<file path="config.mk">
export PLATFORM = sky130hd
export DESIGN_NAME = command_unit_top
export DESIGN_NICKNAME = d
export VERILOG_FILES = /design/src/hdl/cu_pkg.sv /design/src/hdl/cmd_channel_if.sv /design/src/hdl/command_distributor.sv /design/src/hdl/command_buffer.sv /design/src/hdl/command_buffer_arbiter.sv /design/src/hdl/command_unit_top.sv
export SDC_FILE = /design/constraint.sdc
export NUM_CORES = 1
export LEC_CHECK = 0
export CORE_AREA = 2 2 482 484
export CTS_BUF_LIST = sky130_fd_sc_hd__clkbuf_8
export CTS_CLUSTER_DIAMETER = 30
export DETAILED_ROUTE_END_ITERATION = 12
export DIE_AREA = 0 0 484 486
export DONT_BUFFER_PORTS = 1
export GPL_ROUTABILITY_DRIVEN = 0
export GPL_TIMING_DRIVEN = 0
export SLEW_MARGIN = 20
export SYNTH_ARGS = -nofsm -noshare
export SYNTH_HDL_FRONTEND = slang
export SYNTH_SLANG_ARGS = --single-unit
</file>
<file path="constraint.sdc">
create_clock -name clock -period 4.37 [get_ports clock]
set_input_delay 0.437 -clock clock [delete_from_list [all_inputs] [get_ports clock]]
set_output_delay 0.437 -clock clock [all_outputs]
set_load 0.01 [all_outputs]
</file>
<file path="src/hdl/cu_pkg.sv">
package cu_pkg;

  ////////////////////////////////////////
  // subsystem sizes
  ////////////////////////////////////////

  localparam int num_channels = 4;
  localparam int buffer_depth = 4;  // entries per buffer, also reset credit
  localparam int addr_width   = 64;
  localparam int size_width   = 12;
  localparam int tag_width    = 8;

  // channel select from address, 128-byte line interleave
  localparam int channel_lsb  = 7;
  localparam int channel_bits = $clog2(num_channels);

  // credit counters must hold buffer_depth itself
  localparam int credit_width = $clog2(buffer_depth + 1);
  localparam logic [credit_width-1:0] initial_credit = credit_width'(buffer_depth);

  typedef enum logic [2:0] {
    INVALID, READ_CL_NA, WRITE_NA, READ_CL_S, WRITE_MS
  } command_type;

  typedef struct packed {
    logic                  valid;
    command_type           command;
    logic [tag_width-1:0]  tag;
    logic [addr_width-1:0] address;
    logic [size_width-1:0] size;
  } command_line;

  // empty slot, shown on the output when nothing is granted
  localparam command_line idle_line = '{
    valid:   1'b0,
    command: INVALID,
    tag:     '0,
    address: '0,
    size:    '0
  };

endpackage

</file>
<file path="src/hdl/cmd_channel_if.sv">
`timescale 1ns/1ps

// one command line plus its strobes
// push side: distributor -> buffer, ready is the credit return
// head side: buffer -> arbiter, ready is the pop grant
interface cmd_channel_if;

  logic                valid;    // push strobe, one cycle
  cu_pkg::command_line line;
  logic                request;  // buffer non-empty
  logic                ready;

  ////////////////////////////////////////
  // distributor to buffer
  ////////////////////////////////////////

  modport push_source (output valid, output line, input ready);
  modport push_sink (input valid, input line, output ready);

  ////////////////////////////////////////
  // buffer to arbiter
  ////////////////////////////////////////

  modport head_source (output request, output line, input ready);
  modport head_sink (input request, input line, output ready);

endinterface

</file>
<file path="src/hdl/command_distributor.sv">
`timescale 1ns/1ps

module command_distributor (
  input  logic                clock,
  input  logic                rstn,
  input  logic                cmd_valid,
  input  cu_pkg::command_line cmd_in,
  output logic                cmd_dropped,
  cmd_channel_if.push_source  channels [cu_pkg::num_channels]
);

  logic [cu_pkg::channel_bits-1:0] channel_sel;
  logic [cu_pkg::credit_width-1:0] credits [cu_pkg::num_channels];
  logic                            has_credit;

  // line interleave on address bits 8:7
  assign channel_sel = cmd_in.address[cu_pkg::channel_lsb +: cu_pkg::channel_bits];
  assign has_credit  = (credits[channel_sel] != '0);

  ////////////////////////////////////////
  // per-channel push and credit count
  ////////////////////////////////////////

  for (genvar g = 0; g < cu_pkg::num_channels; g++) begin : g_channel
    logic push;
    logic credit_return;

    assign push          = cmd_valid && has_credit && (channel_sel == g);
    assign credit_return = channels[g].ready;  // buffer popped this cycle

    assign channels[g].valid = push;
    assign channels[g].line  = cmd_in;

    // returned credit is usable from the next cycle on
    always_ff @(posedge clock or negedge rstn) begin
      if (!rstn) begin
        credits[g] <= cu_pkg::initial_credit;
      end else begin
        case ({push, credit_return})
          2'b10:   credits[g] <= credits[g] - 1'b1;
          2'b01:   credits[g] <= credits[g] + 1'b1;
          default: credits[g] <= credits[g];  // both or neither
        endcase
      end
    end
  end

  ////////////////////////////////////////
  // drop report
  ////////////////////////////////////////

  // target buffer full, command is lost and flagged a cycle later
  always_ff @(posedge clock or negedge rstn) begin
    if (!rstn) begin
      cmd_dropped <= 1'b0;
    end else begin
      cmd_dropped <= cmd_valid && !has_credit;
    end
  end

endmodule

</file>
<file path="src/hdl/command_buffer.sv">
`timescale 1ns/1ps

module command_buffer #(
  parameter int depth = cu_pkg::buffer_depth
) (
  input  logic               clock,
  input  logic               rstn,
  cmd_channel_if.push_sink   push,
  cmd_channel_if.head_source head
);

  cu_pkg::command_line        entries [depth];
  logic [$clog2(depth)-1:0]   wr_ptr;
  logic [$clog2(depth)-1:0]   rd_ptr;
  logic [$clog2(depth+1)-1:0] count;
  logic                       pop;

  // wrap at depth, so depth need not be a power of two
  function automatic logic [$clog2(depth)-1:0] next_ptr(
    input logic [$clog2(depth)-1:0] ptr
  );
    if (int'(ptr) == depth - 1) begin
      return '0;
    end
    return ptr + 1'b1;
  endfunction

  ////////////////////////////////////////
  // head and credit return
  ////////////////////////////////////////

  assign head.request = (count != '0);
  assign head.line    = entries[rd_ptr];
  assign pop          = head.request && head.ready;
  assign push.ready   = pop;  // one credit back per pop

  ////////////////////////////////////////
  // storage and pointers
  ////////////////////////////////////////

  // the distributor only pushes with credit, so never while full
  always_ff @(posedge clock) begin
    if (push.valid) begin
      entries[wr_ptr] <= push.line;
    end
  end

  always_ff @(posedge clock or negedge rstn) begin
    if (!rstn) begin
      wr_ptr <= '0;
      rd_ptr <= '0;
    end else begin
      if (push.valid) begin
        wr_ptr <= next_ptr(wr_ptr);
      end
      if (pop) begin
        rd_ptr <= next_ptr(rd_ptr);
      end
    end
  end

  // occupancy, push and pop may share a cycle
  always_ff @(posedge clock or negedge rstn) begin
    if (!rstn) begin
      count <= '0;
    end else begin
      case ({push.valid, pop})
        2'b10:   count <= count + 1'b1;
        2'b01:   count <= count - 1'b1;
        default: count <= count;
      endcase
    end
  end

endmodule

</file>
<file path="src/hdl/command_buffer_arbiter.sv">
`timescale 1ns/1ps

module command_buffer_arbiter #(
  parameter int num_requests = cu_pkg::num_channels
) (
  input  logic                clock,
  input  logic                rstn,
  input  logic                enabled,
  cmd_channel_if.head_sink    requesters [num_requests],
  output cu_pkg::command_line command_arbiter_out
);

  logic [num_requests-1:0] requests;
  logic [num_requests-1:0] grant;
  cu_pkg::command_line     head_lines [num_requests];
  cu_pkg::command_line     selected;

  ////////////////////////////////////////
  // requester side
  ////////////////////////////////////////

  for (genvar g = 0; g < num_requests; g++) begin : g_request
    assign requests[g]         = requesters[g].request;
    assign head_lines[g]       = requesters[g].line;
    assign requesters[g].ready = grant[g] && enabled;  // pop only when enabled
  end

  // fixed priority, index 0 highest
  always_comb begin
    logic found;
    found = 1'b0;
    grant = '0;
    for (int i = 0; i < num_requests; i++) begin
      if (requests[i] && !found) begin
        grant[i] = 1'b1;
        found    = 1'b1;
      end
    end
  end

  // winner's line, idle when nobody asks
  always_comb begin
    selected = cu_pkg::idle_line;
    for (int i = 0; i < num_requests; i++) begin
      if (grant[i]) begin
        selected = head_lines[i];
      end
    end
  end

  ////////////////////////////////////////
  // output register
  ////////////////////////////////////////

  always_ff @(posedge clock or negedge rstn) begin
    if (!rstn) begin
      command_arbiter_out <= cu_pkg::idle_line;
    end else if (enabled) begin
      command_arbiter_out <= selected;
    end else begin
      command_arbiter_out <= cu_pkg::idle_line;  // disabled, nothing granted
    end
  end

endmodule

</file>
<file path="src/hdl/command_unit_top.sv">
`timescale 1ns/1ps

module command_unit_top (
  input  logic                          clock,
  input  logic                          rstn,
  input  logic                          enabled,
  // command input, one per cycle
  input  logic                          cmd_valid,
  input  cu_pkg::command_type           cmd_command,
  input  logic [cu_pkg::tag_width-1:0]  cmd_tag,
  input  logic [cu_pkg::addr_width-1:0] cmd_address,
  input  logic [cu_pkg::size_width-1:0] cmd_size,
  output logic                          cmd_dropped,
  // arbitrated output
  output logic                          out_valid,
  output cu_pkg::command_type           out_command,
  output logic [cu_pkg::tag_width-1:0]  out_tag,
  output logic [cu_pkg::addr_width-1:0] out_address,
  output logic [cu_pkg::size_width-1:0] out_size
);

  cu_pkg::command_line cmd_in;
  cu_pkg::command_line arb_out;

  cmd_channel_if push_ch [cu_pkg::num_channels] ();  // distributor to buffers
  cmd_channel_if head_ch [cu_pkg::num_channels] ();  // buffers to arbiter

  assign cmd_in = '{
    valid:   cmd_valid,
    command: cmd_command,
    tag:     cmd_tag,
    address: cmd_address,
    size:    cmd_size
  };

  ////////////////////////////////////////
  // distributor
  ////////////////////////////////////////

  command_distributor distributor (
    .clock       (clock),
    .rstn        (rstn),
    .cmd_valid   (cmd_valid),
    .cmd_in      (cmd_in),
    .cmd_dropped (cmd_dropped),
    .channels    (push_ch)
  );

  // one buffer per channel
  for (genvar g = 0; g < cu_pkg::num_channels; g++) begin : g_buffer
    command_buffer #(
      .depth (cu_pkg::buffer_depth)
    ) buffer (
      .clock (clock),
      .rstn  (rstn),
      .push  (push_ch[g]),
      .head  (head_ch[g])
    );
  end

  ////////////////////////////////////////
  // arbiter and output fields
  ////////////////////////////////////////

  command_buffer_arbiter #(
    .num_requests (cu_pkg::num_channels)
  ) arbiter (
    .clock               (clock),
    .rstn                (rstn),
    .enabled             (enabled),
    .requesters          (head_ch),
    .command_arbiter_out (arb_out)
  );

  assign out_valid   = arb_out.valid;
  assign out_command = arb_out.command;
  assign out_tag     = arb_out.tag;
  assign out_address = arb_out.address;
  assign out_size    = arb_out.size;

endmodule

</file>
==> results.toml <==
[clocking]
cts_root_buffer = "clkbuf_8"
clock_path_buffers = 4
total_cts_buffers = 319
clk_transition_reported_paths_ns = 0.05
cts_max_level = 5
tritoncts_num_sinks = 1537
clock_latency_ns = 0.99
cts_setup_buffers = 0
tritoncts = "built"

[pwr]
net-switching-power_mw = 11.83
internal_power_mw = 30.27
switching_share = 0.2809
share_seq_of_total_power = 0.431
powerDensity_mw_per_mm2 = 605.3
power.combinational.fraction = 0.194
max-vdd-ir-drop_uv = 308.4
p_total_mw = 42.10
clock_power_share = 0.375
total_leakage_power_nw = 22.14

[layout]
fin_util = 0.3031
area_delta_synth_final_pct = 21.63
final_nets = 3029
layout_common_cells = "edfxtp_1, mux4_2, clkbuf_8"
final_layout_size_suffix_gt1_frac = 0.3026
post_layout_nonfiller_instances = 6175
layout_commonest_cell = "edfxtp_1"
postLayoutCellArea_mm2 = 0.06955
n_fill_cell = 22062

[floorplan]
fp.dieArea_mm2 = 0.2352
floorplan.core_area_mm2 = 0.2295
io_pins = 180
rows = 176
dieHeight_um = 486
die_width_um = 484
initial_utilization = 0.2492

[synth]
synth_edf_count = 1408
synth_nets = 2582
yosysUniqueCellTypes = 39
synth_top_area_share = 0.7394
postSynthRegisterBits = 1537
synthTopCellsByArea = "edfxtp_1, mux4_2, dfrtp_1"
yosys_most_used_dff = "edfxtp_1"
postSynth.asyncResetShare = 0.08393
cell_count_after_synthesis = 2459
synthesis.area_mm2 = 0.05718
synth_seq_area_share = 0.7960
ys_warn_count = 0
synthDominantAreaCellType = "edfxtp_1"
synth.avg_cell_area_um2 = 23.25

[setup_path]
timing.critical_path.fanout_max = 34
crit_type = "in2reg"
critPathArrivalTime_ns = 3.87
endpoint_kind = "register"
critical_path.reg2reg.endpoint = "arbiter.command_arbiter_out[86]"
minimum_setup_slack_among_reg_to_reg_paths_ns = 1.12
r2r_cells = 5
setup.worst_path.start_class = "primary input"
worst_ep_required_time_ns = 4.98
regToRegStartpoint = "g_buffer[0].buffer.count[0]"

[worst_hold_path]
holdPathStages = 4
worst_hold_startpoint = "enabled"
worstHoldEndpoint = "arbiter.command_arbiter_out[86]"
min_path_type = "in2reg"

[timing]
timing_worst_slew_pin_value_ns = 1.037
hold_slack_ns = 0.1328
rsz_0062_raised_after_global_routing = "false"
slew_viols_final = 0
report.final.setup_viol = 0
final_hold_fails = 0
finalWorstSetupSlack_ns = 1.109
fin_worst_skew_ns = 0.07794
finalWorstPathRequiredPeriod_ns = 3.261
fin_crit_sh = 0.7461
fin_setup_tns_ns = 0
timing.max_slew.rel_slack = 0.3089
fmax_mhz = 306.7

[grt]
first_global_vias = 28952
globalRoute.totalOverflow = 0
antenna_found_initial = 44
grt_first_pass_wirelength_mm = 212.8
globalRouteTotalUtil = 0.1255
largest_net_degree_at_the_start_of_global_routing = 130

[place]
post_dp_cell_area_mm2 = 0.06190
detailedPlace.worstSlack_ns = 1.084
place.detailed.instances = 5520
hpwlAfterDp_mm = 90.26
numPortBuffers = 0

[route]
drt_iter0_drc = 2682
wire_per_inst_um = 24.21
firstDrtPassIters = 7
remaining_drc_errors = 0
avgViaCountPerCell = 4.468
drt_antenna_net_count = 0
detailroute.via_count = 27588
wirelength_routed_mm = 149.5

[run]
cap_violations = 0

[run_status]
outcome = "finished, final reports clean"
==> how the worst max path moves through the flow <==
| stage | end | slack, ns | from |
|---|---|---|---|
| global route | g_buffer[3].buffer.entries[2][60] | 0.89 | cmd_valid |
| floorplan | g_buffer[0].buffer.entries[0][0] | 0.53 | distributor.credits[11] |
| global placement | g_buffer[3].buffer.entries[2][44] | -2.43 | distributor.credits[2] |
| detailed placement | g_buffer[3].buffer.count[2] | 1.08 | g_buffer[0].buffer.count[0] |
| CTS | g_buffer[3].buffer.count[2] | 1.07 | g_buffer[0].buffer.count[0] |
| finish | g_buffer[3].buffer.entries[2][60] | 1.11 | cmd_valid |
==> metal layers <==
metal / wire length, um / track usage / vias up / part of all wire
met5: 144 / 0 / - / 0.00096
met4: 3126 / 0.03816 / 24 / 0.021
met3: 11290 / 0.03402 / 267 / 0.076
met2: 71230 / 0.1988 / 1085 / 0.48
met1: 63710 / 0.1678 / 14808 / 0.43
li1: - / - / 11404 / -
==> synth_stat cells (2+ instances only) <==
library cell	instances
a21o_1	2
and2_1	17
buf_1	10
buf_2	57
buf_4	3
clkbuf_1	55
clkbuf_2	6
dfrtp_1	125
dfstp_2	4
edfxtp_1	1408
fa_1	8
ha_1	24
inv_1	26
mux2_2	10
mux2i_1	4
mux4_2	353
nand2_1	11
nand3_1	2
nor2_1	15
nor3_1	8
nor3_2	2
o21ai_0	92
o21ai_1	4
o22ai_1	87
o2bb2ai_1	88
or3_1	3
xnor2_1	8
xor2_1	16
==> what timing repair did <==
action | CTS | global route
hold buffers | 91 | 0
resized for setup | 0 | 0
hold endpoints to repair | 1554 | 0
==> state kept, by name, indices dropped and copies added, names as in the netlist <==
signal / flops
g_buffer.buffer.rd_ptr: 8
g_buffer.buffer.count: 12
distributor.credits: 12
distributor.cmd_dropped: 1
arbiter.command_arbiter_out: 88
g_buffer.buffer.entries: 1408
g_buffer.buffer.wr_ptr: 8
==> power groups by stage <==
| stage | clock (mW) | combinational, mW | sequential [mW] |
|---|---|---|---|
| floorplan | 0 | 5.35 | 18.2 |
| global placement | 0 | 7.85 | 18.6 |
| detailed placement | 0 | 8.09 | 18.5 |
| CTS | 16.1 | 8.41 | 18.2 |
| global route | 16.8 | 8.83 | 18.3 |
| finish | 15.8 | 8.18 | 18.1 |
==> cell families (layout without fill, tap and decap cells) <==
| logic type | Yosys count | count (layout) | synth area share |
|---|---|---|---|
| adder cells (fa/ha/maj) | 32 | 32 | 0.008052 |
| other | 0 | 10 | 0 |
| multiplexers | 367 | 367 | 0.1417 |
| flip-flops | 1537 | 1537 | 0.7960 |
| XOR/XNOR | 24 | 24 | 0.003676 |
| buffers and inverters | 158 | 838 | 0.01195 |
| AND/OR/NAND/NOR | 66 | 66 | 0.006740 |
| AO/OA/AOI/OAI | 275 | 275 | 0.03192 |
==> final cells by class <==
| type | count | area, um^2 | area share |
|---|---|---|---|
| repair buffers | 126 | 1794 | 0.02580 |
| plain buffers | 131 | 584.3 | 0.008401 |
| clock inverters | 216 | 2048 | 0.02945 |
| flip-flops and latches | 1537 | 45510 | 0.6544 |
| clock buffers | 338 | 4652 | 0.06689 |
| diodes | 10 | 25.02 | 0.0003598 |
| inverters | 27 | 101.3 | 0.001457 |
| well taps | 3026 | 3786 | 0.05444 |
| multi-input cells | 764 | 11050 | 0.1588 |
==> critical path, stage by stage <==
cell and delay (ns):
dlygate4sd3_1 1.20, nand2_1 0.20, nor3b_1 0.86, and2_4 0.76, buf_16 0.32
Power figures use the tool's default switching activity.
